**src/verilog/riscv_isa_pkg.sv**
```systemverilog
`default_nettype none

package riscv_isa_pkg;

    parameter int XLEN       = 64;
    parameter int REG_ADDR_W = 5;

    // writeback value source, 6 and 7 unused
    typedef enum logic [2:0] {
        RES_ALU  = 3'd0,
        RES_LOAD = 3'd1,
        RES_PC4  = 3'd2,
        RES_UIMM = 3'd3,
        RES_CSR  = 3'd4,
        RES_SC   = 3'd5
    } result_src_e;

    // load funct3 encodings
    typedef enum logic [2:0] {
        LB  = 3'd0,
        LH  = 3'd1,
        LW  = 3'd2,
        LD  = 3'd3,
        LBU = 3'd4,
        LHU = 3'd5,
        LWU = 3'd6
    } load_size_e;

    // xret kind carried down from the CSR stage
    typedef enum logic [1:0] {
        RET_NONE = 2'd0,
        RET_S    = 2'd1,
        RET_M    = 2'd2
    } trap_ret_e;

endpackage

`default_nettype wire

```
**src/verilog/riscv_load_unit.sv**
```systemverilog
`default_nettype none

module riscv_load_unit (
    input  logic [riscv_isa_pkg::XLEN-1:0] i_riscv_mw_busdata,
    input  logic [2:0]                     i_riscv_mw_addr_lo,
    input  riscv_isa_pkg::load_size_e      i_riscv_mw_funct3,
    output logic [riscv_isa_pkg::XLEN-1:0] o_riscv_mw_memload
);

    localparam int XLEN = riscv_isa_pkg::XLEN;

    logic [XLEN-1:0] shifted;

    // bring the addressed byte down to bit 0
    assign shifted = i_riscv_mw_busdata >> {i_riscv_mw_addr_lo, 3'b000};

    always_comb begin
        case (i_riscv_mw_funct3)
            riscv_isa_pkg::LB: begin
                o_riscv_mw_memload = {{(XLEN-8){shifted[7]}}, shifted[7:0]};
            end
            riscv_isa_pkg::LH: begin
                o_riscv_mw_memload = {{(XLEN-16){shifted[15]}}, shifted[15:0]};
            end
            riscv_isa_pkg::LW: begin
                o_riscv_mw_memload = {{(XLEN-32){shifted[31]}}, shifted[31:0]};
            end
            riscv_isa_pkg::LD: begin
                o_riscv_mw_memload = shifted;
            end
            riscv_isa_pkg::LBU: begin
                o_riscv_mw_memload = {{(XLEN-8){1'b0}}, shifted[7:0]};
            end
            riscv_isa_pkg::LHU: begin
                o_riscv_mw_memload = {{(XLEN-16){1'b0}}, shifted[15:0]};
            end
            riscv_isa_pkg::LWU: begin
                o_riscv_mw_memload = {{(XLEN-32){1'b0}}, shifted[31:0]};
            end
            default: begin
                o_riscv_mw_memload = '0;   // funct3 7 is not a load
            end
        endcase
    end

endmodule

`default_nettype wire

```
**config.mk**
```make
export PLATFORM = sky130hd
export DESIGN_NAME = riscv_load_unit
export DESIGN_NICKNAME = d
export VERILOG_FILES = /design/src/verilog/riscv_isa_pkg.sv /design/src/verilog/riscv_load_unit.sv
export SDC_FILE = /design/constraint.sdc
export NUM_CORES = 1
export LEC_CHECK = 0
export ABC_AREA = 1
export BUFFER_PORTS_ARGS = -buffer_cell sky130_fd_sc_hd__buf_4
export CAP_MARGIN = 40
export CORE_ASPECT_RATIO = 0.6
export CORE_MARGIN = 3
export CORE_UTILIZATION = 42
export DETAILED_ROUTE_END_ITERATION = 8
export PLACE_DENSITY_LB_ADDON = 0.25
export SLEW_MARGIN = 20
export SYNTH_ARGS = -nofsm -noshare
export SYNTH_HDL_FRONTEND = slang
export SYNTH_SLANG_ARGS = --single-unit
```
**constraint.sdc**
```tcl
create_clock -name vclk -period 1.6
set_input_delay 0.24 -clock vclk [all_inputs]
set_output_delay 0.24 -clock vclk [all_outputs]
set_load 0.05 [all_outputs]
```
==> metrics.csv, run 1 <==
metric;value;unit
post-synth top area cell;nand2_1;
register area share after synthesis;0;%
Stop Error;[ERROR DPL-0038] Utilization greater than 100%, impossible to legalize;
post-DP HPWL;10.10;mm
Die Ht;64.98;µm
top cells by area, synth;nand2_1 (29%), nand3_1 (16%), nand4_1 (11%), o21ai_0 (10%), buf_2 (5.3%);
GRT repair_timing worst endpoint;o_riscv_mw_memload[44];
Syn Nets;577;
I/O pin total;134;
placed inst area;0.004128;mm²
top-area cell type share of the netlist area;29.14;%
Synth Area per Inst;4.802;µm²
Port Buf Inserts;134;
Netlist cell types;24;
Mapped Cells;507;
Exit stage;global routing (5_1_grt);
initial core utilization;45.68;%
Site Rows;20;
status;aborted with a tool error;
Worst-path end type;top-level output;
Synth Warn #;0;
placer congestion estimate;0.9886;
Synth Cell Area;0.002435;mm²
largest net degree at the start of global routing;25;
Chip Width;104.3;µm
[stage by stage]
step / TNS (ns) / setup slack (ns) / instances
after detailed placement: -11.82 / -0.3746 / 750
after floorplan: -3.572 / -0.09442 / 507
after global placement: -9.462 / -0.3160 / 750
after CTS: -3.459 / -0.1051 / 763
[Yosys cell counts (all sizes together)]
cell    count
clkbuf      9
o211ai     15
nand3      78
nand2     190
o211a       2
nor3        4
nor2       16
and2        1
a21oi      21
inv        30
o21ai      58
nand4      41
buf        42
[what timing repair did]
item,CTS
gates resized for setup,150
pin swaps,30
setup endpoints to repair,63
hold buffers,0
setup buffers,7
cloned,6
[cells by family after synthesis]
kind of cell / synth area share (%)
AO/OA/AOI/OAI: 21.84
buffers and inverters: 17.93
AND/OR/NAND/NOR: 60.23
==> run 2, diff against run 1 <==
--- a/config.mk
+++ b/config.mk
@@ -8,11 +8,10 @@
 export ABC_AREA = 1
 export BUFFER_PORTS_ARGS = -buffer_cell sky130_fd_sc_hd__buf_4
 export CAP_MARGIN = 40
-export CORE_ASPECT_RATIO = 0.6
 export CORE_MARGIN = 3
-export CORE_UTILIZATION = 42
+export CORE_UTILIZATION = 27
 export DETAILED_ROUTE_END_ITERATION = 8
-export PLACE_DENSITY_LB_ADDON = 0.25
+export PLACE_DENSITY_LB_ADDON = 0.15
 export SLEW_MARGIN = 20
 export SYNTH_ARGS = -nofsm -noshare
 export SYNTH_HDL_FRONTEND = slang
==> metrics.csv, run 2 <==
metric;value;unit;change
crit end category;output pin;;
# clk buffers;0;;
register area share after synthesis;0;%;unchanged
top cells by area, synth;nand2_1 (29%), nand3_1 (16%), nand4_1 (11%), o21ai_0 (10%), buf_2 (5.3%);;
Overflow after GRT;0;;
Mapped Cells;507;;unchanged
Least-Margin Pin Slew;0.3232;ns;
overall routed net length;14.14;mm;
Layout Nets;771;;
# fillers;785;;
Commonest cells post-synth;nand2_1 (189), nand3_1 (77), o21ai_0 (50), nand4_1 (41), buf_2 (26);;
final hold vios;0;;
Synth Area per Inst;4.802;µm²;unchanged
PwrDens;448.4;mW/mm²;
Final Cycle Share;113.0;%;
post-synthesis mux area share;0;%;unchanged
CP max stage cell;buf_6;;
Leakage;2.830;nW;
Seq cells;0;;
Post-Synth Simple-Gate Area;60.23;%;unchanged
unrepaired setup endpoints after global routing;yes;;
top-area cell type share of the netlist area;29.14;%;unchanged
Reg area;0;µm²;
Worst EP required;1.36;ns;
# diodes;0;;
Antenna Nets Post-Route;0;;
Fmax;552.9;MHz;
Final Worst Setup Slack;-0.2088;ns;
ratio of cells with drive above 1 in the final layout;48.93;%;
Site Rows;34;;+70%
Synth Area in XOR/XNOR;0;%;unchanged
worst-path fanout max;8;;
Netlist cell types;24;;unchanged
Syn Nets;577;;unchanged
most common cell after layout, fill and taps aside;nand2_1;;
fin crit period;1.809;ns;
VDD IR-drop max;345.4;µV;
status;finished with violations;;
Synth Warn #;0;;unchanged
Chip Width;101.0;µm;-3.2%
most frequent cells in the layout;nand2_1 (160), buf_4 (130), buf_6 (61), nand3_1 (47), nand4_1 (41);;
max-slew violation count;0;;
largest family of logic cells by synthesized area;simple AND/OR/NAND/NOR gates;;
CP peak stage delay;0.19;ns;
Synth Cell Area;0.002435;mm²;unchanged
Die Ht;101.0;µm;+55%
initial antenna violation count;0;;
failing checks;setup timing;;
Crit path max-delay family;buffers and inverters;;
Crit path arrival time;1.57;ns;
endpoints failing setup;57;;
placer congestion estimate;0.9286;;-6.1%
adder-cell share of the synthesized area;0;%;unchanged
Slew HR;78.23;%;
GRT Total Usage;24.43;%;
critical path buffer and inverter count;5;;
largest net degree at the start of global routing;32;;
post-DP HPWL;9.225;mm;-8.6%
DR iter-0 viols;341;;
first-pass GRT wire length;20.39;mm;
I/O pin total;134;;unchanged
DRC Markers;0;;
critical path cell sequence;buf_16 -> inv_12 -> nand2_2 -> nand3_2 -> nand3_2 -> nand2_2 -> nand2_4 -> buf_12 -> buf_12 -> nand4_1 -> buf_6;;
wire length per cell;17.52;µm;
DR vias;4437;;
HP Class;in2out;;
Core Footprint;0.008721;mm²;
Worst setup SP type;input port;;
DRT Pass-1 Iters;6;;
Area Growth Syn to Fin;122.4;%;
crit path kind;in2out;;
max_cap viols;0;;
routed vias/inst;5.498;;
vias in the first global route;3886;;
post-synthesis compound-gate area fraction;21.84;%;unchanged
post-synth top area cell;nand2_1;;
Die ar.;0.01019;mm²;
initial core utilization;27.92;%;-18 points
cell with the most instances after synthesis;nand2_1;;
Port Buf Inserts;134;;unchanged
setup_tns;-6.273;ns;
Pwr Total;0.002428;W;
run 2: cells by family (layout without fill, tap and decap cells):
group                  after synthesis  in the layout
AND/OR/NAND/NOR                    330            330
buffers and inverters               81            273
AO/OA/AOI/OAI                       96             96
run 2: power breakdown:
group,internal (W),total [W],switching (W)
Combinational,0.00100,0.00243,0.00143
Clock,0,0,0
Sequential,0,0,0
run 2: per-stage QoR:
stage                     setup slack, ns  hold WS [ns]  area (µm²)  cells  utilization (%)
after floorplan                  -0.09442        0.8375        2585    507                -
after detailed placement          -0.2757        0.9741        4161    777            47.72
after global routing              -0.2160        0.9864        5414    807            62.08
final                             -0.2088        0.9712        5414    807            62.08
after global placement            -0.2529        0.9813        4161    777            47.72
after CTS                        -0.03825        0.9575        4981    798            57.12
run 2: routing by layer:
metal,up-vias,global-route usage (%),wire length [µm]
li1,2135,-,-
met1,2024,35.76,6158
met2,250,39.39,6564
met3,28,2.422,1189
met4,0,3.476,227
met5,-,0,0
run 2: layout make-up:
class	count	area [µm²]	area share [%]
tap	108	135.1	2.496
multi-input combinational	426	2484	45.87
timing repair inverter	1	8.758	0.1618
inverter	30	142.6	2.635
timing repair buffer	242	2644	48.83
run 2: path summary, 6_finish.rpt:
check,endpoint,slack (ns),cells after the start,start
min,o_riscv_mw_memload[56],0.97,4,i_riscv_mw_busdata[56]
max,o_riscv_mw_memload[59],-0.21,11,i_riscv_mw_addr_lo[0]
run 2: timing repair:
| item | in CTS | in global routing |
|---|---|---|
| hold buffers | 0 | 0 |
| buffers inserted | 15 | 4 |
| resized for setup | 145 | 94 |
| pin swaps | 25 | 22 |
| endpoints found under the setup margin | 63 | 63 |
| gates cloned | 6 | 7 |
Power figures use the tool's default switching activity.
