<file path="src/verilog/riscv_isa_pkg.sv">
`default_nettype none

package riscv_isa_pkg;

    parameter int XLEN       = 64;
    parameter int REG_ADDR_W = 5;

    // writeback value source, 6 and 7 unused
    typedef enum logic [2:0] {
        RES_ALU  = 3'd0,
        RES_LOAD = 3'd1,
        RES_PC4  = 3'd2,
        RES_UIMM = 3'd3,
        RES_CSR  = 3'd4,
        RES_SC   = 3'd5
    } result_src_e;

    // load funct3 encodings
    typedef enum logic [2:0] {
        LB  = 3'd0,
        LH  = 3'd1,
        LW  = 3'd2,
        LD  = 3'd3,
        LBU = 3'd4,
        LHU = 3'd5,
        LWU = 3'd6
    } load_size_e;

    // xret kind carried down from the CSR stage
    typedef enum logic [1:0] {
        RET_NONE = 2'd0,
        RET_S    = 2'd1,
        RET_M    = 2'd2
    } trap_ret_e;

endpackage

`default_nettype wire

</file>
<file path="src/verilog/riscv_pipe_pkg.sv">
`default_nettype none

package riscv_pipe_pkg;

    // bundle leaving the memory stage
    typedef struct packed {
        logic [riscv_isa_pkg::XLEN-1:0]       pc;
        logic [riscv_isa_pkg::XLEN-1:0]       rs2data;
        logic [riscv_isa_pkg::XLEN-1:0]       pcplus4;
        logic [riscv_isa_pkg::XLEN-1:0]       result;
        logic [riscv_isa_pkg::XLEN-1:0]       uimm;
        logic [riscv_isa_pkg::XLEN-1:0]       csrout;
        logic [riscv_isa_pkg::XLEN-1:0]       rddata_sc;
        logic [2:0]                           addr_lo;   // byte offset in bus word
        riscv_isa_pkg::load_size_e            funct3;
        logic [riscv_isa_pkg::REG_ADDR_W-1:0] rdaddr;
        riscv_isa_pkg::result_src_e           resultsrc;
        logic                                 regw;
        logic                                 iscsr;
        logic                                 gototrap;
        riscv_isa_pkg::trap_ret_e             returnfromtrap;
        logic                                 instret;
    } mem_stage_t;

    // registered writeback bundle
    typedef struct packed {
        logic [riscv_isa_pkg::XLEN-1:0]       pc;
        logic [riscv_isa_pkg::XLEN-1:0]       rs2data;
        logic [riscv_isa_pkg::XLEN-1:0]       pcplus4;
        logic [riscv_isa_pkg::XLEN-1:0]       result;
        logic [riscv_isa_pkg::XLEN-1:0]       uimm;
        logic [riscv_isa_pkg::XLEN-1:0]       csrout;
        logic [riscv_isa_pkg::XLEN-1:0]       rddata_sc;
        logic [riscv_isa_pkg::XLEN-1:0]       memload;   // aligned, extended
        logic [riscv_isa_pkg::REG_ADDR_W-1:0] rdaddr;
        riscv_isa_pkg::result_src_e           resultsrc;
        logic                                 regw;
        logic                                 iscsr;
        logic                                 gototrap;
        riscv_isa_pkg::trap_ret_e             returnfromtrap;
        logic                                 instret;
    } wb_stage_t;

    typedef struct packed {
        logic                                 we;
        logic [riscv_isa_pkg::REG_ADDR_W-1:0] waddr;
        logic [riscv_isa_pkg::XLEN-1:0]       wdata;
    } rf_write_t;

endpackage

`default_nettype wire

</file>
<file path="src/verilog/riscv_ppreg_mw.sv">
`default_nettype none

module riscv_ppreg_mw (
    input  logic                      i_riscv_mw_clk,
    input  logic                      i_riscv_mw_rst,
    input  logic                      i_riscv_mw_en,      // stall
    input  logic                      i_riscv_mw_flush,
    input  riscv_pipe_pkg::wb_stage_t i_riscv_mw_wb_next,
    output riscv_pipe_pkg::wb_stage_t o_riscv_mw_wb
);

    always_ff @(posedge i_riscv_mw_clk or posedge i_riscv_mw_rst) begin
        if (i_riscv_mw_rst) begin
            o_riscv_mw_wb <= '0;
        end else if (i_riscv_mw_flush) begin
            o_riscv_mw_wb <= '0;   // bubble, nothing retires
        end else if (!i_riscv_mw_en) begin
            o_riscv_mw_wb <= i_riscv_mw_wb_next;
        end else begin
            // hold the bundle, a stalled instruction retires once
            o_riscv_mw_wb.instret <= 1'b0;
        end
    end

endmodule

`default_nettype wire

</file>
<file path="config.mk">
export PLATFORM = sky130hd
export DESIGN_NAME = riscv_ppreg_mw
export DESIGN_NICKNAME = d
export VERILOG_FILES = /design/src/verilog/riscv_isa_pkg.sv /design/src/verilog/riscv_pipe_pkg.sv /design/src/verilog/riscv_ppreg_mw.sv
export SDC_FILE = /design/constraint.sdc
export NUM_CORES = 1
export LEC_CHECK = 0
export ABC_AREA = 1
export BUFFER_PORTS_ARGS = -buffer_cell sky130_fd_sc_hd__buf_2
export CAP_MARGIN = 20
export CELL_PAD_IN_SITES_DETAIL_PLACEMENT = 1
export CELL_PAD_IN_SITES_GLOBAL_PLACEMENT = 1
export CORE_AREA = 2 2 412 414
export CTS_BUF_LIST = sky130_fd_sc_hd__clkbuf_4 sky130_fd_sc_hd__clkbuf_8
export CTS_CLUSTER_SIZE = 40
export DETAILED_ROUTE_END_ITERATION = 7
export DIE_AREA = 0 0 414 416
export PLACE_DENSITY_LB_ADDON = 0.1
export SETUP_SLACK_MARGIN = 0.05
export SLEW_MARGIN = 10
export SYNTH_ARGS = -nofsm -noshare
export SYNTH_HDL_FRONTEND = slang
export SYNTH_SLANG_ARGS = --single-unit
</file>
<file path="constraint.sdc">
create_clock -name i_riscv_mw_clk -period 17.1 [get_ports i_riscv_mw_clk]
set_input_delay 0 -clock i_riscv_mw_clk [delete_from_list [all_inputs] [get_ports i_riscv_mw_clk]]
set_output_delay 0 -clock i_riscv_mw_clk [all_outputs]
set_load 0.05 [all_outputs]
</file>
==> results by group, run 1 <==
Place
  • Port Buffers: 1,055
  • Placed Area: ~28,000 um2
  • Cells after DPL: between 5k and 6k
  • DPL Wire Length: between 80 and 90 mm
  • GP Congestion: just under 0.8

Synthesis
  • Seq/Total Area, Yosys: 63.8%
  • Syn avg cell area: roughly 9 um2
  • Netlist cell types: 12
  • Post-Syn Area: between 20,000 and 25,000 um2
  • Dominant cell type by area after synthesis: dfrtp_1
  • Yosys warns: 0
  • Syn Inst Count: 2,280
  • Yosys reg bits: ~530
  • Top post-synthesis cells by area: dfrtp_1 (64%), nand2_1 (19%), nand3_1 (13%)
  • Synth top area share: a little under two thirds
  • Syn nets: ~2.8k

Clock tree
  • Cts bufs inserted: 114
  • Clock Root Buffer: clkbuf_8
  • Clock buffer depth: 3
  • CTS Sinks: 526
  • Post-cts resize count: 0
  • Setup bufs post-CTS: 0
  • H-tree lvl count: 3
  • Hold Buf Count CTS: ~1.1k

Run status
  • Last stage reached: clock tree synthesis (4_1_cts)
  • Stop err: [ERROR RSZ-0060] Max buffer count reached.
  • Status: aborted with a tool error

Die
  • Die height: 416 um
  • Std cell rows: 151
  • I/O pin total: ~1.1k
  • Die width: about 410 um
  • Starting density of the core: approximately 12%
metrics by stage:
| step | setup WS (ps) | hold slack [ps] |
|---|---|---|
| 3_3_place_gp | 13110 | 196 |
| 2_1_floorplan | 2400 | 70.3 |
| 3_5_place_dp | 13080 | 200 |
synth_stat cells:
cell      count
buf_1        28
buf_2       112
buf_4        15
buf_6         1
clkbuf_1     19
dfrtp_1     526
inv_1         1
inv_2         1
nand2_1    1050
nand3_1     525
nor2_4        1
nor3b_1       1
cells by family after synthesis:
family        after synthesis  share of synthesized area (%)
buf+inv                   177                           4.21
flops                     526                           63.8
simple gates             1577                           31.9
==> inputs of run 2 (changes only) <==
Settings changed: CELL_PAD_IN_SITES_DETAIL_PLACEMENT 1 to not set, CELL_PAD_IN_SITES_GLOBAL_PLACEMENT 1 to not set, CORE_AREA 2 2 412 414 to 2 2 410 412, CTS_BUF_LIST sky130_fd_sc_hd__clkbuf_4 sky130_fd_sc_hd__clkbuf_8 to not set, CTS_CLUSTER_SIZE 40 to not set, DIE_AREA 0 0 414 416 to 0 0 412 414, PLACE_DENSITY_LB_ADDON 0.1 to 0.15, SETUP_SLACK_MARGIN 0.05 to not set.
==> results by group, run 2 <==
Global route
  • Largest net degree at the start of global routing: around 170
  • Vias in the first global route: between 20k and 25k
  • First-pass GRT wire length: ~160 mm
  • Total gr overflow: 0
  • GRT Util Overall: between 10% and 20%
  • Initial antenna violation count: 9

Synthesis
  • Syn avg cell area: 9.04 um2
  • Share of flip-flops with an asynchronous set or reset: 100%
  • Syn nets: 2,810
  • Synth top area share: between 60 and 70%
  • Yosys reg bits: around 530
  • Netlist cell types: 12
  • Synth Area in Simple Gates: approximately a third
  • Synth Area in Adders: 0%
  • Top post-synthesis cells by area: dfrtp_1 (64%), nand2_1 (19%), nand3_1 (13%)
  • Seq/Total Area, Yosys: 63.8%
  • EDFF count, synth: 0
  • Largest family of logic cells by synthesized area: simple AND/OR/NAND/NOR gates
  • Syn Inst Count: between 2k and 2.5k
  • Dominant cell type by area after synthesis: dfrtp_1
  • Yosys warns: 0
  • Top post-synthesis cells by count: nand2_1 (1,050), dfrtp_1 (526), nand3_1 (525)
  • Portion of netlist area occupied by mux cells: 0%
  • Post-Syn Area: slightly above 20,000 um2
  • XOR/XNOR share of the synthesized area: 0%
  • Count leader, synth: nand2_1
  • Synth Area in Compound Gates: 0%
  • Ys flop type: dfrtp_1

Worst hold path
  • Hold depth: 4
  • Hold WC Path Type: in2reg

Clock tree
  • Clk Latency, worst-skew pair: between 600 and 700 ps
  • CTS tree: done
  • Clock buffer depth: 3
  • Clock Root Buffer: clkbuf_16
  • H-tree lvl count: 3
  • CTS Sinks: approximately 530
  • Reg clk slew, reported paths: approximately 50 ps
  • Cts bufs inserted: 73
  • Post-cts resize count: 0

Timing
  • RSZ-0062 raised after global routing: false
  • Setup tns final: 0 ps
  • Endpoints failing hold: 0
  • Slew headroom: about 17%
  • Endpoints failing setup: 0
  • Tmin final: 3610 ps
  • Highest Clock Rate: approximately 0.28 GHz
  • Worst Skew: 0 ps
  • Fin. max-slew vios: 0
  • Period utilization: 21.1%
  • Worst-Margin Slew: roughly 1200 ps
  • Min Hold Slack: roughly 39 ps

Cells and area
  • Fin cells: between 6k and 7k
  • Fillers: around 19k
  • Reg area: around 13,000 um2
  • Most common cell after layout, fill and taps aside: buf_2
  • Top flop regs: o_riscv_mw_wb x526
  • Area occupied by multi-input gates: 6590 um2
  • Reg with most FFs: o_riscv_mw_wb
  • Nets@finish: between 4k and 5k
  • Max reg flops: 526
  • Most frequent cells in the layout: buf_2 (1,054), nand2_1 (1,050), dlygate4sd3_1 (732)
  • Layout cells sized above 1: 29.5%
  • Layout area overhead: 83.1%

Power
  • Pint: 0.00244 W
  • Pwr dens: between 90 and 100 nW/um2
  • Clock share of power: a little over two fifths
  • Total power: approximately 0.0036 W
  • Pleak: a little over 20 nW
  • Net Sw Frac: around a third
  • NetSw: ~0.0012 W
  • Maximum VDD drop: around 0.062 mV
  • Flop pwr share: 37.5%
  • Combinational power share: between 20 and 25%

Route
  • Vias/cell: roughly 3.6
  • Final ANT Viol Nets: 0
  • Starting DRT DRC Count: around 1.3k
  • DR DRC count: 0
  • Via count: 22.7k
  • First-pass DRT Iterations: 5
  • Drt wl/cell: around 17 um
  • Post-Route WL: 109 mm

Place
  • DPL Wire Length: between 70 and 80 mm
  • Cells after DPL: 5,393
  • Port Buffers: 1,055
  • GP Congestion: 0.824

Die
  • Starting density of the core: roughly 12%
  • Core Region: 166,000 um2
  • Die width: around 410 um
  • I/O pin total: 1,056
  • Area of the die: between 150,000 and 200,000 um2
  • Die height: approximately 410 um
  • Std cell rows: 150

Critical path
  • CP Capture Point: o_riscv_mw_wb[37]
  • Worst Setup Path Type: in2async
  • Worst Setup SP: i_riscv_mw_rst
  • Reg2reg end: o_riscv_mw_wb[29]
  • R2R cell count: 3
  • Crit Path Max Fanout: 95
  • Critical path arrival: ~4300 ps
  • Critical Path RT: between 15,000 and 20,000 ps
  • Reg2reg start: o_riscv_mw_wb[29]
  • Crit. End Element: asynchronous set/reset pin
  • CP Launch Type: primary input
  • Flop-to-flop setup slack: 15,860 ps

Flow run
  • Max-cap violations: 0

Run status
  • Status: complete, no violations
-- run 2: cell counts after synthesis --
Identical to the previous run, type by type.
-- run 2: per-stage QoR --
stage | worst slack [ps] | utilization, % | instance area [um2]
2_1_floorplan | 2400 | - | 20600
6_report | 13490 | 22.7 | 37700
4_1_cts | 13400 | 22.7 | 37700
3_5_place_dp | 12930 | 16.9 | 28100
5_1_grt | 13030 | 22.7 | 37700
3_3_place_gp | 12930 | 16.9 | 28100
-- run 2: cells by family (layout without fill, tap and decap cells) --
kind of cell / count (synthesis) / in the layout
buffers and inverters: 177 / 1945
DFF: 526 / 526
other: 0 / 8
and+or+nand+nor: 1577 / 1577
-- run 2: power by group through the flow --
| stage | logic, W | clock network (W) | registers, W |
|---|---|---|---|
| finish | 0.000729 | 0.00153 | 0.00135 |
| global route | 0.000776 | 0.00165 | 0.00136 |
| CTS | 0.000739 | 0.00160 | 0.00135 |
| detailed placement | 0.000600 | 0 | 0.00137 |
| global placement | 0.000602 | 0 | 0.00137 |
| floorplan | 0.000127 | 0 | 0.00162 |
-- run 2: how the worst min path moves through the flow --
stage,start,to
after global routing,i_riscv_mw_wb_next[381],o_riscv_mw_wb[381]
final,i_riscv_mw_flush,o_riscv_mw_wb[253]
after CTS,i_riscv_mw_wb_next[182],o_riscv_mw_wb[182]
after floorplan,i_riscv_mw_flush,o_riscv_mw_wb[0]
after global placement,i_riscv_mw_wb_next[146],o_riscv_mw_wb[146]
after detailed placement,i_riscv_mw_wb_next[500],o_riscv_mw_wb[500]
-- run 2: critical path: stages --
cell	delay, ps
dlygate4sd3_1	550
buf_2	120
dlygate4sd3_1	620
inv_8	520
buf_4	650
buf_4	690
buf_4	840
-- run 2: what timing repair did --
item                      in CTS  in global routing
hold buffers                 732                  0
hold endpoints to repair     619                  0
buffers inserted               0                  0
-- run 2: layer usage --
metal  wire [um]  part of all wire (%)  track usage, %  vias up
met5          29                 0.027               0        -
met4        3830                   3.5            4.99        4
met3        8830                   8.1            3.91      159
met2       52400                    48            20.6      807
met1       44100                    40            14.7    11000
li1            -                     -               -    10700
-- run 2: final cells by class --
type                    instances  area share [%]
multi-input cells            1577            17.5
diodes                          8          0.0530
clock inverters                18           0.534
repair buffers               1816            34.1
flip-flops and latches        526            34.9
clock buffers                 109            5.65
inverters                       2          0.0597
well taps                    2204            7.31
(Power assumes the default switching activity.)
