<file path="config.mk">
export PLATFORM = sky130hd
export DESIGN_NAME = riscv_instret_counter
export DESIGN_NICKNAME = d
export VERILOG_FILES = /design/src/verilog/riscv_instret_counter.sv
export SDC_FILE = /design/constraint.sdc
export NUM_CORES = 1
export LEC_CHECK = 0
export BUFFER_PORTS_ARGS = -buffer_cell sky130_fd_sc_hd__buf_2
export CAP_MARGIN = 5
export CORE_AREA = 2 2 87 152
export CTS_CLUSTER_DIAMETER = 120
export DETAILED_ROUTE_END_ITERATION = 8
export DIE_AREA = 0 0 89 154
export PLACE_DENSITY = 0.38
export SLEW_MARGIN = 0
export SYNTH_ARGS = -nofsm -noshare
export SYNTH_HDL_FRONTEND = slang
export SYNTH_SLANG_ARGS = --single-unit
</file>
<file path="constraint.sdc">
create_clock -name i_riscv_mw_clk -period 2.3 [get_ports i_riscv_mw_clk]
set_input_delay 0.345 -clock i_riscv_mw_clk [delete_from_list [all_inputs] [get_ports i_riscv_mw_clk]]
set_output_delay 0.345 -clock i_riscv_mw_clk [all_outputs]
set_load 0.01 [all_outputs]
</file>
<file path="src/verilog/riscv_instret_counter.sv">
`default_nettype none

module riscv_instret_counter #(
    parameter int CNT_W = 64
) (
    input  logic             i_riscv_mw_clk,
    input  logic             i_riscv_mw_rst,
    input  logic             i_riscv_mw_instret,
    output logic [CNT_W-1:0] o_riscv_mw_count
);

    always_ff @(posedge i_riscv_mw_clk or posedge i_riscv_mw_rst) begin
        if (i_riscv_mw_rst) begin
            o_riscv_mw_count <= '0;
        end else if (i_riscv_mw_instret) begin
            o_riscv_mw_count <= o_riscv_mw_count + CNT_W'(1);   // wraps
        end
    end

endmodule

`default_nettype wire

</file>
==> results.md, run 1 <==
- The power consumption is 2.728 mW.
- Input and output buffers added on the ports amount to 66.
- The post-route netlist has 29.69% of its cells at a drive strength greater than 1.
- After synthesis the netlist holds a flip-flop and latch count of 64.
- The library cell used as clock root buffer is sky130_fd_sc_hd__clkbuf_16.
- Once the floorplan was initialized, standard cells occupied 24.77% of the core.
- The number of antenna violations at the first check in global routing is 0.
- The number of enable flip-flop cells after synthesis is 0.
- The clock share of power is 44.7%.
- The sequential group share of total power is 47.1%.
- Clock-pin slew was measured on the worst setup and hold paths at about 50 ps.
- The cell internal power dissipation is a little over 2 mW.
- The overall die height is 154 µm.
- The clock drives 64 sinks.
- Summed over all cells, the static leakage comes to between 1.5 and 2 nW.
- The total length of routed wires is roughly 8000 µm.
- The number of antenna diodes is 0.
- For this design the total switching power over the nets is roughly 0.67 mW.
- Synthesis produced a netlist with a net count of 277.
- In the post-synthesis netlist, the biggest area contributors are sky130_fd_sc_hd__dfrtp_1 52%, sky130_fd_sc_hd__xnor2_1 11%, sky130_fd_sc_hd__xor2_1 6.5%.
- The run finished with clean final reports.
- The detail route stage leaves a number of antenna-violating nets equal to 0.
- Entering global routing, the biggest net connects 65 pins.
- Counting along the longest clock path gives a buffer depth of 2.
- The critical path class is reg -> reg.
- In this run the worst path has a maximum fanout of 7.
- The register bank with the most flops is o_riscv_mw_count.
- The congestion estimate from routability-driven global placement came to around 0.71.
- Using the TritonRoute via totals, the vias-per-cell ratio works out to 4.343.
- Measured along the x axis, the die boundary spans just under 90 µm.
- The area share of the largest cell type after synthesis is ~52%.
- Summing all flip-flop and latch instances after layout gives 1602 µm².
- The top cell types in the final layout, fill and taps aside, are 66 x sky130_fd_sc_hd__buf_2, 64 x sky130_fd_sc_hd__dfrtp_1, 40 x sky130_fd_sc_hd__xnor2_1.
- Setup repair after global routing left no endpoint under its margin.
- The number of cells produced by synthesis is 273.
- Measured against its own limit, the worst slew margin works out to 67.67%.
- The die covers 13710 µm².
- The core outline area is ~12000 µm².
- Summing all multi-input logic gate instances after layout gives 1439 µm².
- For the pin with the worst max-slew slack, the measured transition is 481.4 ps.
- STA classifies the critical path startpoint as a flop.
- Setup slack on the critical path of the routed design comes to just over 300 ps.
- The first-pass GRT wire length is 13250 µm.
- The pre-CTS setup slack is roughly 250 ps.
- The sequential share of the synthesized area is 52.01%.
- The Yosys step of the flow raised 0 warnings.
- The ratio of total power to cell area is between 600 and 700 nW/µm².
- Excluding fillers, the count of instances in the completed layout stands at 525.
- After detailed routing, the number of remaining DRC violations is 0.
- The path class of the tightest hold or removal check is in -> async.
- The final hold violation count was 0.
- The layout has about 1300 filler cells.
- The worst clock skew is about 6.7 ps.
- The highest ir drop seen on vdd is 415.6 µV.
- For the worst setup path, the data required time is 2550 ps.
- The sum of net half-perimeters after detailed placement is 5941 µm.
- The number of DRC markers after the initial detailed-route iteration is 81.
- The final route contains 2280 vias.
- For the final routed database, the setup TNS stands at 0 ps.
- The clock buffer count from CTS is 9.
- Relative to the synthesized area, the layout overhead comes to 27.87%.
- After layout, the worst path uses 86.65% of the clock period.
- The clock reaches the later pin of the worst-skew pair after 330 ps.
- The detailed-router iteration count before antenna repair is 4.
- In this run, the combinational gates consume 8.2% of the power.
- The number of cell rows is 54.
- The count of pins over their slew limit is 0.
- The average instance area after synthesis is 11.28 µm².
- The leading register cell type out of synthesis is sky130_fd_sc_hd__dfrtp_1.
- Data on the critical path arrives at its endpoint at 2240 ps.
- The net count of the finished layout is 359.
- In the final layout, the registers with the most flip-flops are o_riscv_mw_count (64).
- Including well taps, the total number of placed cells is a little over 500.
- The most common cell after layout, fill and taps aside is sky130_fd_sc_hd__buf_2.
- The synthesized area is 3079 µm².
- The average wire per cell in the routed design is 15.18 µm.
- Timing would allow up to 501.8 MHz.
- The max-capacitance violation count is 0.
- For this design the top-level I/O count stands at 67.
- Setup violations remaining at the end of the flow were counted as 0.
- The number of H-tree levels is 3.
- TritonCTS built the clock tree.
- The post-CTS setup buffer count is 0.
- The register with the most flip-flops in the layout has 64 of them.
- The count of different cell masters after synthesis is 27.
- The async set-or-reset flop fraction in the synthesized netlist is 100.0%.
- The net switching fraction of the power is 24.52%.
- The global-route total usage across every layer is 12.80%.
- In this run, post-CTS repair resized a total of 0 instances.
- The total of hold buffers inserted after clock tree synthesis is 0.
- The minimum clock period after layout is between 1500 and 2000 ps.
- The via count of the first global-routing pass is 2485.
- The synthesized design spends more area on one cell type than any other, namely sky130_fd_sc_hd__dfrtp_1.
- For this run the aggregate overflow at the end of global routing stands at 0.
- The worst setup path is captured at a flop.
## kinds of logic after synthesis
group,share of synthesized area (%)
XOR/XNOR,17.92
adder cells (fa/ha/maj),0.4063
buffers and inverters,1.259
flip-flops,52.01
multiplexers,0.3657
AND/OR/NAND/NOR,28.04
## stage by stage
| step | instance area, µm² | utilization, % | hold slack [ps] |
|---|---|---|---|
| after floorplan | 3079 | - | 436.0 |
| after global placement | 3676 | 29.57 | 452.1 |
| after detailed placement | 3676 | 29.57 | 454.4 |
| after CTS | 3938 | 31.67 | 95.19 |
| after global routing | 3938 | 31.67 | 123.1 |
| final | 3938 | 31.67 | 73.68 |
## power groups by stage
stage | registers (mW) | clock network, mW | logic, mW
after CTS | 1.28 | 1.28 | 0.235
after detailed placement | 1.30 | 0 | 0.235
final | 1.28 | 1.22 | 0.225
after floorplan | 1.32 | 0 | 0.110
after global routing | 1.30 | 1.32 | 0.256
after global placement | 1.30 | 0 | 0.233
## area by class of cell
| cell class | count | share of cell area, % |
|---|---|---|
| Multi-Input combinational cell | 199 | 36.54 |
| Inverter | 8 | 0.7626 |
| Clock inverter | 1 | 0.1271 |
| Clock buffer | 12 | 6.514 |
| Tap cell | 168 | 5.338 |
| Timing Repair Buffer | 73 | 10.04 |
| Sequential cell | 64 | 40.67 |
## worst paths after layout
kind | slack, ps | startpoint | depth (start not counted) | endpoint
hold reg to reg | 470 | o_riscv_mw_count[63]$_DFFE_PP0P_ | 1 | o_riscv_mw_count[63]$_DFFE_PP0P_
setup reg to reg | 310 | o_riscv_mw_count[18]$_DFFE_PP0P_ | 5 | o_riscv_mw_count[60]$_DFFE_PP0P_
min in group i_riscv_mw_clk | 280 | i_riscv_mw_instret | 2 | o_riscv_mw_count[0]$_DFFE_PP0P_
setup / recovery | 310 | o_riscv_mw_count[18]$_DFFE_PP0P_ | 5 | o_riscv_mw_count[60]$_DFFE_PP0P_
hold / removal | 70 | i_riscv_mw_rst | 3 | o_riscv_mw_count[34]$_DFFE_PP0P_
max in group asynchronous | 1910 | i_riscv_mw_rst | 3 | o_riscv_mw_count[19]$_DFFE_PP0P_
## synthesized netlist by cell type (2+ instances only)
cell type and n:
sky130_fd_sc_hd__xor2_1 23, sky130_fd_sc_hd__and3_1 5, sky130_fd_sc_hd__nor4_2 3, sky130_fd_sc_hd__nor3_2 3, sky130_fd_sc_hd__inv_1 8, sky130_fd_sc_hd__nand4_2 3
sky130_fd_sc_hd__nor4_4 4, sky130_fd_sc_hd__nor4_1 2, sky130_fd_sc_hd__nand4_1 17, sky130_fd_sc_hd__and4_1 4, sky130_fd_sc_hd__and2_1 2, sky130_fd_sc_hd__nand2_1 26
sky130_fd_sc_hd__nor2_1 18, sky130_fd_sc_hd__nand3_4 3, sky130_fd_sc_hd__xnor2_1 40, sky130_fd_sc_hd__dfrtp_1 64, sky130_fd_sc_hd__nand3_1 28, sky130_fd_sc_hd__nor3_1 11
## critical path, stage by stage, from the launching register on
cell	delay, ps
sky130_fd_sc_hd__dfrtp_1	450
sky130_fd_sc_hd__nand3_4	150
sky130_fd_sc_hd__nor4_4	470
sky130_fd_sc_hd__nand4_2	310
sky130_fd_sc_hd__nor4_2	360
sky130_fd_sc_hd__xor2_1	160
## layer usage
layer  up-vias  GRT usage [%]  wire [µm]
li1       1105              -          -
met1      1125          13.51       3075
met2        45          23.31       4475
met3         5          3.811        315
met4         0          4.478        102
met5         -              0          0
(Power assumes the default switching activity.)
==> inputs of run 2 (changes only) <==
Settings changed: REMOVE_ABC_BUFFERS set to 1.
==> run 2 against run 1 <==
  * Combinational power about the same
  * Flip-flop and latch count is the same
  * Maximum frequency down 5.2%
  * Count of clock-buffer cells in the layout is the same
  * Sequential share of layout area fell by 0.54 points
  * Non-clock buffer count is 1 higher
  * Power rose by 6.8%
  * First-iteration DRC count fell by 12%
  * Critical path type unchanged
  * Largest power group is now the clock network
==> results.md, run 2 (same netlist as run 1, synthesis figures left out) <==
- Combinational cells account for 7.8% of the total power.
- In this run the deepest clock path goes through 2 buffers.
- The data required time of the critical path is 2560 ps.
- The number of antenna violations at the first check in global routing was 0.
- The width of the chip is around 90 µm.
- Hold repair after CTS inserted 0 buffers.
- The first global-routing pass estimated 12880 µm of wire.
- The total leakage power is 1.968 nW.
- The worst path in the final design needs a cycle of 2101 ps, including I/O delays and setup.
- IR analysis of the VDD net gives a maximum drop of 492.0 µV.
- The net count of the finished layout is 360.
- Leaving out fill and tap cells, the most frequent cells in the layout are 66 x sky130_fd_sc_hd__buf_2, 64 x sky130_fd_sc_hd__dfrtp_1, 40 x sky130_fd_sc_hd__xnor2_1.
- The reg-to-reg setup timing slack is 200 ps.
- The slack of the critical path is ~200 ps.
- The routed design has approximately 8000 µm of wire.
- The clock sink count is 64.
- Clock skew on the completed layout was measured at roughly 6.8 ps.
- For this block, the initial DRC count from the detailed router was 71.
- The type of destination of the critical path is a flop.
- The count of nets left with antenna violations after detail routing is 0.
- Cells with a size suffix above 1 make up a little under a third of the layout.
- Global routing consumed, on the met2 layer, 21.75% of the routing resources.
- The number of placed I/O pins is 67.
- The number of cells on the worst reg-to-reg path is 6.
- The overall via count from detail_route is 2284.
- Data arrives at the worst endpoint at 2360 ps.
- The CTS tree is done.
- Before CTS, the worst setup slack after placement is 151.0 ps.
- The post-route clock period utilization is approximately nine tenths.
- The global-route total usage across every layer is 12.68%.
- Setup violations remaining at the end of the flow were counted as 0.
- Power comes to a little under 3 mW.
- For this configuration, the core starts out at a cell density of 24.77%.
- For met1 alone, demand over resource in global routing was 14.17%.
- The flow ran to the end, and the final reports show no timing, DRC or antenna violations.
- TritonCTS created 9 clock buffers.
- The via count of the first global-routing pass was 2381.
- The number of cell rows is 54.
- The floorplan step set the die height to 154 µm.
- The tool flagged a number of max-cap violations equal to 0.
- The share of the core filled with cells is about a third.
- Setup total negative slack on the finished layout was measured at 0 ps.
- The number of gates resized after CTS was 0.
- In the final routed layout, each cell accounts on average for 15.10 µm.
- The count of pins over their slew limit was 0.
- Setup repair after global routing left no endpoint under its margin.
- From synthesis to final layout, the design area changed by 29.58%.
- The transition time of the tightest slew-check pin is 445.0 ps.
- The region available for standard cell placement spans 12430 µm².
- The register with the most flip-flops in the layout has 64 of them.
- The number of vias per cell after detailed routing is 4.326.
- In the routed design, unresolved DRC markers number 0.
- The cell internal power dissipation is 2.210 mW.
- The post-CTS setup buffer count is 0.
- The critical path launch point type is a flop.
- Counting the fill cells in the layout gives 1354.
- The floorplan step defined a die boundary enclosing ~14000 µm².
- The library cell used as clock root buffer is sky130_fd_sc_hd__clkbuf_16.
- In this run the power spent charging and discharging nets is 0.7039 mW.
- At the end of routability-driven placement, the weighted congestion stood at approximately 0.71.
- Leaving out fill and tap cells, the most frequent cell in the layout is sky130_fd_sc_hd__buf_2.
- The worst-path maximum fanout is 8.
- The critical path class is reg -> reg.
- The first detailed-routing pass ran for 4 iterations.
- The total overflow left after global routing is 0.
- The worst pin sits at a relative slew slack of around 70%.
- The worst min-delay path class is in -> async.
- The sequential group share of total power is 44.0%.
- Per report_power, the clock group accounts for 48.2% of the total.
- The clock latency of the later-clocked register in the worst-skew pair is 330 ps.
- The count of input and output buffers is 66.
- The number of antenna diodes in the final layout is 0.
- Static timing analysis puts the maximum clock frequency at 475.9 MHz.
- For this design the ratio of total power to cell area is 730.2 nW/µm².
- The register bank with the most flops is o_riscv_mw_count.
- The sum of net half-perimeters after detailed placement is 5859 µm.
- The global routing stage identified its most utilized layer as met2.
- The number of H-tree levels is 3.
- Of the total power, the share spent switching nets is between 20% and 30%.
- After clock tree synthesis, the clock-pin slew on the worst setup and hold paths is 50 ps.
- The final hold violation count is 0.
- Entering global routing, the biggest net connects 65 pins.
- The largest registers in the layout are o_riscv_mw_count (64).
- For this run, global-route usage on met3 was measured as around 4%.
run 2: cell count changes in the layout (fill, tap and decap cells not counted), sizes merged:
cell,delta
clkinv,+1
buf,+1
bufinv,+1
run 2: worst paths after layout:
path | startpoint | endpoint
min in group i_riscv_mw_clk | i_riscv_mw_instret | o_riscv_mw_count[0]$_DFFE_PP0P_
max in group asynchronous | i_riscv_mw_rst | o_riscv_mw_count[56]$_DFFE_PP0P_
setup / recovery | o_riscv_mw_count[0]$_DFFE_PP0P_ | o_riscv_mw_count[60]$_DFFE_PP0P_
hold / removal | i_riscv_mw_rst | o_riscv_mw_count[39]$_DFFE_PP0P_
setup reg to reg | o_riscv_mw_count[0]$_DFFE_PP0P_ | o_riscv_mw_count[60]$_DFFE_PP0P_
hold reg to reg | o_riscv_mw_count[63]$_DFFE_PP0P_ | o_riscv_mw_count[63]$_DFFE_PP0P_
run 2: critical path: stages, from the launching register on:
cell and delay, ps:
sky130_fd_sc_hd__dfrtp_1 410, sky130_fd_sc_hd__ha_1 210, sky130_fd_sc_hd__nand3_1 160, sky130_fd_sc_hd__nor3_4 330, sky130_fd_sc_hd__nand4_2 340, sky130_fd_sc_hd__nor4_2 400
sky130_fd_sc_hd__xor2_1 160
run 2: through the flow:
| stage | instances | instance area (µm²) | hold slack (ps) |
|---|---|---|---|
| final | 528 | 3990 | 81.61 |
| after global routing | 528 | 3990 | 112.1 |
| after CTS | 528 | 3990 | 90.69 |
| after detailed placement | 513 | 3684 | 452.8 |
| after global placement | 513 | 3684 | 455.3 |
| after floorplan | 271 | 3070 | 436.0 |
run 2: cell type report:
| cell class | count | area (µm²) | share of cell area (%) |
|---|---|---|---|
| Inverter | 8 | 30.03 | 0.7526 |
| Timing Repair Buffer | 74 | 402.9 | 10.10 |
| Multi-Input combinational cell | 199 | 1439 | 36.06 |
| Clock buffer | 12 | 266.5 | 6.679 |
| Sequential cell | 64 | 1602 | 40.14 |
| Tap cell | 168 | 210.2 | 5.268 |
| Clock inverter | 3 | 40.04 | 1.003 |
run 2: metal layers:
layer  up-vias  routed length [µm]
met5         -                   0
met1      1109                3121
met3         7                 349
met4         0                 136
li1       1120                   -
met2        48                4366
run 2: power by group through the flow:
stage               Combinational [mW]  Clock [mW]  Sequential (mW)
global placement                 0.238           0             1.30
detailed placement               0.240           0             1.30
CTS                              0.241        1.46             1.28
floorplan                        0.110           0             1.32
finish                           0.228        1.40             1.28
global route                     0.263        1.51             1.29
