==> src/verilog/riscv_isa_pkg.sv <==
`default_nettype none

package riscv_isa_pkg;

    parameter int XLEN       = 64;
    parameter int REG_ADDR_W = 5;

    // writeback value source, 6 and 7 unused
    typedef enum logic [2:0] {
        RES_ALU  = 3'd0,
        RES_LOAD = 3'd1,
        RES_PC4  = 3'd2,
        RES_UIMM = 3'd3,
        RES_CSR  = 3'd4,
        RES_SC   = 3'd5
    } result_src_e;

    // load funct3 encodings
    typedef enum logic [2:0] {
        LB  = 3'd0,
        LH  = 3'd1,
        LW  = 3'd2,
        LD  = 3'd3,
        LBU = 3'd4,
        LHU = 3'd5,
        LWU = 3'd6
    } load_size_e;

    // xret kind carried down from the CSR stage
    typedef enum logic [1:0] {
        RET_NONE = 2'd0,
        RET_S    = 2'd1,
        RET_M    = 2'd2
    } trap_ret_e;

endpackage

`default_nettype wire

==> src/verilog/riscv_pipe_pkg.sv <==
`default_nettype none

package riscv_pipe_pkg;

    // bundle leaving the memory stage
    typedef struct packed {
        logic [riscv_isa_pkg::XLEN-1:0]       pc;
        logic [riscv_isa_pkg::XLEN-1:0]       rs2data;
        logic [riscv_isa_pkg::XLEN-1:0]       pcplus4;
        logic [riscv_isa_pkg::XLEN-1:0]       result;
        logic [riscv_isa_pkg::XLEN-1:0]       uimm;
        logic [riscv_isa_pkg::XLEN-1:0]       csrout;
        logic [riscv_isa_pkg::XLEN-1:0]       rddata_sc;
        logic [2:0]                           addr_lo;   // byte offset in bus word
        riscv_isa_pkg::load_size_e            funct3;
        logic [riscv_isa_pkg::REG_ADDR_W-1:0] rdaddr;
        riscv_isa_pkg::result_src_e           resultsrc;
        logic                                 regw;
        logic                                 iscsr;
        logic                                 gototrap;
        riscv_isa_pkg::trap_ret_e             returnfromtrap;
        logic                                 instret;
    } mem_stage_t;

    // registered writeback bundle
    typedef struct packed {
        logic [riscv_isa_pkg::XLEN-1:0]       pc;
        logic [riscv_isa_pkg::XLEN-1:0]       rs2data;
        logic [riscv_isa_pkg::XLEN-1:0]       pcplus4;
        logic [riscv_isa_pkg::XLEN-1:0]       result;
        logic [riscv_isa_pkg::XLEN-1:0]       uimm;
        logic [riscv_isa_pkg::XLEN-1:0]       csrout;
        logic [riscv_isa_pkg::XLEN-1:0]       rddata_sc;
        logic [riscv_isa_pkg::XLEN-1:0]       memload;   // aligned, extended
        logic [riscv_isa_pkg::REG_ADDR_W-1:0] rdaddr;
        riscv_isa_pkg::result_src_e           resultsrc;
        logic                                 regw;
        logic                                 iscsr;
        logic                                 gototrap;
        riscv_isa_pkg::trap_ret_e             returnfromtrap;
        logic                                 instret;
    } wb_stage_t;

    typedef struct packed {
        logic                                 we;
        logic [riscv_isa_pkg::REG_ADDR_W-1:0] waddr;
        logic [riscv_isa_pkg::XLEN-1:0]       wdata;
    } rf_write_t;

endpackage

`default_nettype wire

==> src/verilog/riscv_wb_select.sv <==
`default_nettype none

module riscv_wb_select (
    input  riscv_pipe_pkg::wb_stage_t i_riscv_mw_wb,
    output riscv_pipe_pkg::rf_write_t o_riscv_mw_rfw
);

    logic [riscv_isa_pkg::XLEN-1:0] wdata;

    always_comb begin
        case (i_riscv_mw_wb.resultsrc)
            riscv_isa_pkg::RES_ALU: begin
                wdata = i_riscv_mw_wb.result;
            end
            riscv_isa_pkg::RES_LOAD: begin
                wdata = i_riscv_mw_wb.memload;
            end
            riscv_isa_pkg::RES_PC4: begin
                wdata = i_riscv_mw_wb.pcplus4;   // jal / jalr link
            end
            riscv_isa_pkg::RES_UIMM: begin
                wdata = i_riscv_mw_wb.uimm;
            end
            riscv_isa_pkg::RES_CSR: begin
                wdata = i_riscv_mw_wb.csrout;
            end
            riscv_isa_pkg::RES_SC: begin
                wdata = i_riscv_mw_wb.rddata_sc;
            end
            default: begin
                wdata = '0;
            end
        endcase
    end

    // a trapping instruction must not update rd
    assign o_riscv_mw_rfw.we    = i_riscv_mw_wb.regw && !i_riscv_mw_wb.gototrap &&
                                  (i_riscv_mw_wb.rdaddr != '0);
    assign o_riscv_mw_rfw.waddr = i_riscv_mw_wb.rdaddr;
    assign o_riscv_mw_rfw.wdata = wdata;

endmodule

`default_nettype wire
==> config.mk <==
export PLATFORM = sky130hd
export DESIGN_NAME = riscv_wb_select
export DESIGN_NICKNAME = d
export VERILOG_FILES = /design/src/verilog/riscv_isa_pkg.sv /design/src/verilog/riscv_pipe_pkg.sv /design/src/verilog/riscv_wb_select.sv
export SDC_FILE = /design/constraint.sdc
export NUM_CORES = 1
export LEC_CHECK = 0
export BUFFER_PORTS_ARGS = -buffer_cell sky130_fd_sc_hd__clkbuf_2
export CAP_MARGIN = 15
export CORE_AREA = 2 2 229 231
export DETAILED_ROUTE_END_ITERATION = 8
export DIE_AREA = 0 0 231 233
export MAX_ROUTING_LAYER = met4
export PLACE_DENSITY = 0.35
export SETUP_SLACK_MARGIN = 0.15
export SYNTH_ARGS = -nofsm -noshare
export SYNTH_HDL_FRONTEND = slang
export SYNTH_SLANG_ARGS = --single-unit
==> constraint.sdc <==
create_clock -name vclk -period 1.1
set_input_delay 0.055 -clock vclk [all_inputs]
set_output_delay 0.055 -clock vclk [all_outputs]
set_load 0.03 [all_outputs]
==> Implementation_results.wiki, run 1 <==
{| class="wikitable"
! Metric !! Value
|-
| Die Footprint || 53800 um^2
|-
| Cell-internal power || 0.00267 W
|-
| Kind of cell adding the most delay to the critical path || compound AO/OA/AOI/OAI gates
|-
| Area of the core || between 50000 and 60000 um^2
|-
| Post-Synthesis Net Count || between 900 and 1000
|-
| Post-synthesis instance total || roughly 440
|-
| Sw Ratio || 46.5%
|-
| Synth Area in Compound Gates || 29.7%
|-
| Length of routed wiring on met1 || 13600 um
|-
| Number of vias after detailed routing || 5898
|-
| Reg power frac || 0%
|-
| Fill count || 5720
|-
| Leakage power || around 4.6 nW
|-
| Final-layout clock buffer total || 0
|-
| Global-route wire length before repair || approximately 43000 um
|-
| Cell area after placement || roughly 7700 um^2
|-
| Combined area of the multi-input logic cells || 4400 um^2
|-
| Wirelength per Cell || 18.9 um
|-
| Met2 layer wire length in the routed design || 15800 um
|-
| Worst min-delay path category || in2out
|-
| Global route overflow || 0
|-
| Number of nets at the end of the flow || 1519
|-
| Kind of end point of the critical path || output pin
|-
| Post-Synth Adder-Cell Area || 0%
|-
| Wirelength, routed || 31700 um
|-
| Shortest clock period the worst path allows after layout || 1.37 ns
|-
| Worst path bufs/invs || 3
|-
| Number of distinct library cell variants in the gate-level netlist after synthesis || 31
|-
| Sequential cell count || 0
|-
| Total setup violations reported at the end of the flow || 64
|-
| Share of cell area taken by muxes after synthesis || 44.0%
|-
| Series of cell instances along the critical path || clkbuf_16, buf_16, mux2i_2, o21ai_1, a221o_2, buf_6
|-
| Cell count after placement || about 1600
|-
| Slack of the critical path || -0.267 ns
|-
| Ys Warns || 0
|-
| Critical Setup Path Class || in2out
|-
| Sequential cell area in the final layout || 0 um^2
|-
| Summed instance area of the synthesized netlist || 3410 um^2
|-
| Headroom to the max-slew limit || roughly four fifths
|-
| Final routed DRC violation total || 0
|-
| Required time worst endpoint || approximately 1.0 ns
|-
| Seq/Total Area, Yosys || 0%
|-
| Final weighted congestion in routability-driven placement || 0.877
|-
| Depth of the worst hold-timing path || 2
|-
| Basic-gate share of the synthesized area counting and, or, nand and nor cells || 14.7%
|-
| Finished Core Util || ~20%
|-
| Width of the chip || 231 um
|-
| Drt pass-1 iters || 4
|-
| Result of the run || finished with violations
|-
| Synthesized area per cell || 7.71 um^2
|-
| DRC violation total after the first TritonRoute iteration || 92
|-
| Final non-filler cell area || 10200 um^2
|-
| Max-slew violation total from the final report || 0
|-
| Number of hold-repair buffers added at the cts stage || 0
|-
| Amount of wire on met3 after detailed routing || 2180 um
|-
| IO Pins || around 600
|-
| Critical path's largest stage delay || 0.38 ns
|-
| Top metal layer carrying routed signals || met4
|-
| Fraction of the cycle the final worst path needs || 124%
|-
| Non-filler cells, final || 1678
|-
| Setup repair after global routing missed its margin || yes
|-
| Starting Density || 6.67%
|-
| Net switching component of the power || 0.00232 W
|-
| Largest family of logic cells by synthesized area || multiplexers
|-
| Fraction of layout instances using a drive strength above 1 || 86.7%
|-
| Largest net degree at the start of global routing || 23
|-
| Number of global-route vias before repair || around 6500
|-
| Xor-xnor portion of the synthesized cell area || 0%
|-
| Tot GR Track Use || 11.2%
|-
| Final HPWL from detailed placement || 24800 um
|-
| Number of buffers added on ports || approximately 460
|-
| Worst min-delay path startpoint || i_riscv_mw_wb[9]
|-
| FMAX || 731 MHz
|-
| Violations in the final reports || setup timing
|-
| Area added between synthesis and finish || 199%
|-
| Data arrival time of the critical path || 1.31 ns
|-
| Critical Path Fanout Max || 11
|-
| Clock power frac || 0%
|-
| MaxCap Viol Count || 0
|-
| Antenna violations before repair || 7
|-
| Startpoint types || primary input
|-
| Die height || 233 um
|-
| Slowest cell on crit path || a221o_2
|-
| Remaining antenna violation count || 0
|-
| Worst hold endpoint || o_riscv_mw_rfw[64]
|-
| Transition time at the pin with the least slew margin || 0.311 ns
|-
| Pwr/cell area || 489 nW/um^2
|-
| Final TNS setup || -12.37 ns
|-
| Peak supply drop || 0.199 mV
|-
| Number of placement rows || 83
|-
| Final number of hold-violating endpoints || 0
|-
| Detail-routed via count per cell || 3.51
|-
| Combinational share of power || 100.0%
|}
area by class of cell:
class              instances  area share, %
well taps                680           8.35
inverters                  2         0.0982
repair buffers           607           48.2
diodes                     7          0.172
multi-input cells        382           43.2
how the worst max path moves through the flow:
stage                     startpoint                  to  slack (ns)  depth (start not counted)
floorplan           i_riscv_mw_wb[6]  o_riscv_mw_rfw[44]       -0.10                          7
global placement    i_riscv_mw_wb[7]  o_riscv_mw_rfw[57]       -0.48                          7
detailed placement  i_riscv_mw_wb[6]  o_riscv_mw_rfw[34]       -0.49                          7
CTS                 i_riscv_mw_wb[6]  o_riscv_mw_rfw[23]       -0.31                          6
global route        i_riscv_mw_wb[6]  o_riscv_mw_rfw[19]       -0.33                          7
finish              i_riscv_mw_wb[6]  o_riscv_mw_rfw[23]       -0.27                          6
stage by stage:
step / hold WS (ns) / total power (W) / setup WS [ns]
6_report: 0.370 / 0.00499 / -0.267
2_1_floorplan: 0.178 / 0.00202 / -0.102
3_5_place_dp: 0.367 / 0.00363 / -0.489
5_1_grt: 0.373 / 0.00528 / -0.334
3_3_place_gp: 0.370 / 0.00363 / -0.479
4_1_cts: 0.367 / 0.00475 / -0.305
cells in the mapped netlist:
| library cell | instances | area [um^2] |
|---|---|---|
| mux2_2 | 68 | 766 |
| mux2i_1 | 65 | 651 |
| nand2_1 | 45 | 169 |
| buf_2 | 27 | 135 |
| nor2_1 | 23 | 86.3 |
| a21oi_1 | 21 | 105 |
| a31oi_1 | 17 | 106 |
| o21ai_1 | 16 | 80.1 |
| a221o_1 | 15 | 150 |
| nand3_1 | 15 | 75.1 |
| nor3b_1 | 15 | 113 |
| a221oi_1 | 14 | 123 |
| a22oi_1 | 14 | 105 |
| o22ai_1 | 14 | 87.6 |
| buf_6 | 13 | 146 |
| buf_4 | 10 | 75.1 |
| o221ai_1 | 10 | 87.6 |
| a211oi_1 | 7 | 52.6 |
| a311o_1 | 7 | 70.1 |
| clkbuf_1 | 7 | 26.3 |
| mux2_4 | 4 | 60.1 |
| a221oi_2 | 3 | 45.0 |
| clkinv_1 | 2 | 7.51 |
| nand2b_1 | 2 | 12.5 |
| nor2b_1 | 2 | 12.5 |
| clkbuf_2 | 1 | 5.00 |
| mux4_2 | 1 | 22.5 |
| nand2_2 | 1 | 6.26 |
| nor2_2 | 1 | 6.26 |
| nor2_4 | 1 | 11.3 |
| or4_1 | 1 | 7.51 |
power by group through the flow:
stage               clock network, W  logic [W]  registers, W
floorplan                          0    0.00202             0
global placement                   0    0.00363             0
detailed placement                 0    0.00363             0
CTS                                0    0.00475             0
global route          0.000000000821    0.00528             0
finish                0.000000000825    0.00499             0
metal layers:
metal  global-route usage, %  up-vias
met5                       -        -
met4                   0.786        0
met3                    2.17       12
met2                    19.7      250
met1                    13.8     2768
li1                        -     2868
logic make-up (layout without fill, tap and decap cells):
group                  Yosys count  count (layout)
AO/OA/AOI/OAI                  138             138
multiplexers                   138             138
AND/OR/NAND/NOR                106             106
buffers and inverters           60             609
other                            0               7
placed cells by master, fill, tap and decap left out, drive strengths merged, types with 15 or more instances in the layout:
cell type,count
mux2,72
nand2,46
o21ai,16
a221o,15
nand3,15
a31oi,17
nor2,25
buf,188
clkbuf,419
a21oi,21
mux2i,65
a221oi,17
nor3b,15
what timing repair did:
action | 4_1_cts | 5_1_grt
cloned | 14 | 3
setup endpoints to repair | 65 | 65
buffers inserted | 28 | 9
resized for setup | 294 | 103
pin swaps | 35 | 33
No activity file was read; power rests on OpenSTA's default activity.
==> run 2: changes to the inputs <==
--- a/config.mk
+++ b/config.mk
@@ -11,7 +11,7 @@
 export DETAILED_ROUTE_END_ITERATION = 8
 export DIE_AREA = 0 0 231 233
 export MAX_ROUTING_LAYER = met4
-export PLACE_DENSITY = 0.35
+export PLACE_DENSITY = 0.3
 export SETUP_SLACK_MARGIN = 0.15
 export SYNTH_ARGS = -nofsm -noshare
 export SYNTH_HDL_FRONTEND = slang
==> run 2 against run 1 <==
Net effect: the run still ends with setup timing left; power rose by 1.6%; flip-flop and latch count unchanged; critical path depth increased by 2; via count rose by 0.17%; utilization grew 0.23 points; die area unchanged; worst setup slack gained 0.013 ns; combinational power is 2% higher; largest power group unchanged; highest routed layer unchanged.
==> Implementation_results.wiki, run 2 (synthesis results as in run 1) <==
{| class="wikitable"
! Metric !! Value
|-
| Peak supply drop || 0.172 mV (-14%)
|-
| Kind of end point of the critical path || output pin
|-
| Slowest cell on crit path || a221o_2
|-
| Global-route wire length before repair || 44400 um (+2.8%)
|-
| Fraction of layout instances using a drive strength above 1 || 88.7% (+2.0 points)
|-
| Max-slew violation total from the final report || 0 (unchanged)
|-
| Fraction of the cycle the final worst path needs || 123% (-1.2 points)
|-
| Number of placement rows || 83 (unchanged)
|-
| Critical Path Fanout Max || 7 (-4)
|-
| Required time worst endpoint || 1.04 ns (about the same)
|-
| DRC violation total after the first TritonRoute iteration || 122 (+33%)
|-
| Wirelength, routed || 33100 um (+4.2%)
|-
| Slack of the critical path || -0.254 ns (+0.0129 ns)
|-
| Headroom to the max-slew limit || 76.7% (-1.9 points)
|-
| MaxCap Viol Count || 0 (unchanged)
|-
| Die Footprint || 53800 um^2 (unchanged)
|-
| Number of global-route vias before repair || 6427 (-1.5%)
|-
| Result of the run || finished with violations
|-
| Startpoint types || primary input
|-
| Width of the chip || 231 um (unchanged)
|-
| Drt pass-1 iters || 4 (unchanged)
|-
| Starting Density || 6.67% (unchanged)
|-
| Series of cell instances along the critical path || buf_12, buf_12, buf_12, clkinv_8, buf_12, buf_16, a221o_2, clkbuf_8
|-
| Number of buffers added on ports || 464 (unchanged)
|-
| Area added between synthesis and finish || 203%
|-
| Worst Setup Slack post-DPL || -0.596 ns (-0.107 ns)
|-
| Die height || 233 um (unchanged)
|-
| Critical path's largest stage delay || 0.36 ns (-0.02 ns)
|-
| Commonest non-fill, non-tap cells in the layout || 395 x clkbuf_2, 49 x mux2_2, 45 x buf_8
|-
| Most frequent standard cell in the layout excluding fill and tap cells || clkbuf_2
|-
| Critical Setup Path Class || in2out
|-
| Finished Core Util || 20.2% (+0.23 points)
|-
| Sw Ratio || 46.4% (-0.16 points)
|-
| FMAX || 738 MHz (+0.96%)
|-
| Transition time at the pin with the least slew margin || 0.340 ns (+0.0284 ns)
|-
| Pwr/cell area || 491 nW/um^2 (+0.45%)
|-
| Worst min-delay path category || in2out
|-
| Final-layout clock buffer total || 0 (unchanged)
|-
| Number of vias after detailed routing || 5908 (+0.17%)
|-
| Remaining antenna violation count || 0 (unchanged)
|-
| Number of nets at the end of the flow || 1501 (-1.2%)
|-
| Shortest clock period the worst path allows after layout || 1.35 ns (-0.0129 ns)
|-
| Cell-internal power || 0.00272 W (+1.9%)
|-
| Area of the core || 51100 um^2 (unchanged)
|-
| Final routed DRC violation total || 0 (unchanged)
|-
| Sequential cell area in the final layout || 0 um^2 (unchanged)
|-
| Combinational share of power || 100.0% (about the same)
|-
| Final weighted congestion in routability-driven placement || 0.882 (+0.55%)
|-
| Reg power frac || 0% (unchanged)
|-
| Data arrival time of the critical path || 1.30 ns (about the same)
|-
| Final number of hold-violating endpoints || 0 (unchanged)
|-
| Clock power frac || 0% (unchanged)
|-
| Largest net degree at the start of global routing || 33 (+43%)
|-
| Violations in the final reports || setup timing
|-
| Final TNS setup || -10.76 ns (+1.61 ns)
|-
| Global route overflow || 0 (unchanged)
|-
| Fill count || 5740 (+0.35%)
|-
| IO Pins || 596 (unchanged)
|-
| Leakage power || 4.54 nW (-1.3%)
|-
| Total setup violations reported at the end of the flow || 64 (unchanged)
|-
| Tot GR Track Use || 11.6% (+0.44 points)
|-
| Final HPWL from detailed placement || 25800 um (+4.2%)
|-
| Detail-routed via count per cell || 3.55 (+1.1%)
|-
| Net switching component of the power || 0.00235 W (+1.3%)
|-
| Wirelength per Cell || 19.9 um (+5.1%)
|-
| Sequential cell count || 0 (unchanged)
|-
| Most repeated library cell on the critical path || buf_12
|-
| Setup repair after global routing missed its margin || yes
|-
| Antenna violations before repair || 10 (+3)
|}
==> run 2: cell count changes in the layout (fill, tap and decap cells not counted), sizes merged <==
cell    delta
buf       -24
diode      +3
clkbuf     +4
bufbuf     +2
==> run 2: through the flow <==
step	area [um^2]	cells	total power (W)	hold WS, ns
after floorplan	4040	442	0.00202	0.178
after global placement	7500	1598	0.00356	0.376
after detailed placement	7500	1598	0.00356	0.383
after CTS	9640	1641	0.00475	0.382
after global routing	10300	1662	0.00538	0.394
final	10300	1663	0.00507	0.382
==> run 2: cell type report <==
cell class	count	area, um^2	area share (%)
Inverter	2	25.0	0.243
Timing Repair Buffer	589	4920	47.7
Multi-Input combinational cell	382	4490	43.6
Tap cell	680	851	8.25
Antenna cell	10	25.0	0.243
==> run 2: per-layer routing <==
metal | wire (um) | track usage (%) | vias up
li1 | - | - | 2840
met1 | 14200 | 14.5 | 2809
met4 | 209 | 1.39 | 0
met3 | 2220 | 2.66 | 12
met5 | 0 | - | -
met2 | 16400 | 19.7 | 247
==> run 2: power by group through the flow <==
stage	logic [W]	clock network, W	registers, W
floorplan	0.00202	0	0
global placement	0.00356	0	0
detailed placement	0.00356	0	0
CTS	0.00475	0	0
global route	0.00538	0.00000000110	0
finish	0.00507	0.00000000122	0
==> run 2: critical path: cells and delay by family <==
kind            cells  cell delay, ns
compound gates      1            0.36
buf+inv             7            0.86
==> run 2: final timing paths <==
path,from,end,depth (start not counted)
hold / removal,i_riscv_mw_wb[3],o_riscv_mw_rfw[69],3
setup / recovery,i_riscv_mw_wb[7],o_riscv_mw_rfw[19],8
==> run 2: timing repair <==
action	in CTS	in global routing
endpoints found under the setup margin	65	65
gates cloned	20	3
resized for setup	307	154
hold endpoints to repair	0	0
hold buffers	0	0
buffers inserted	23	9
pin swaps	47	49
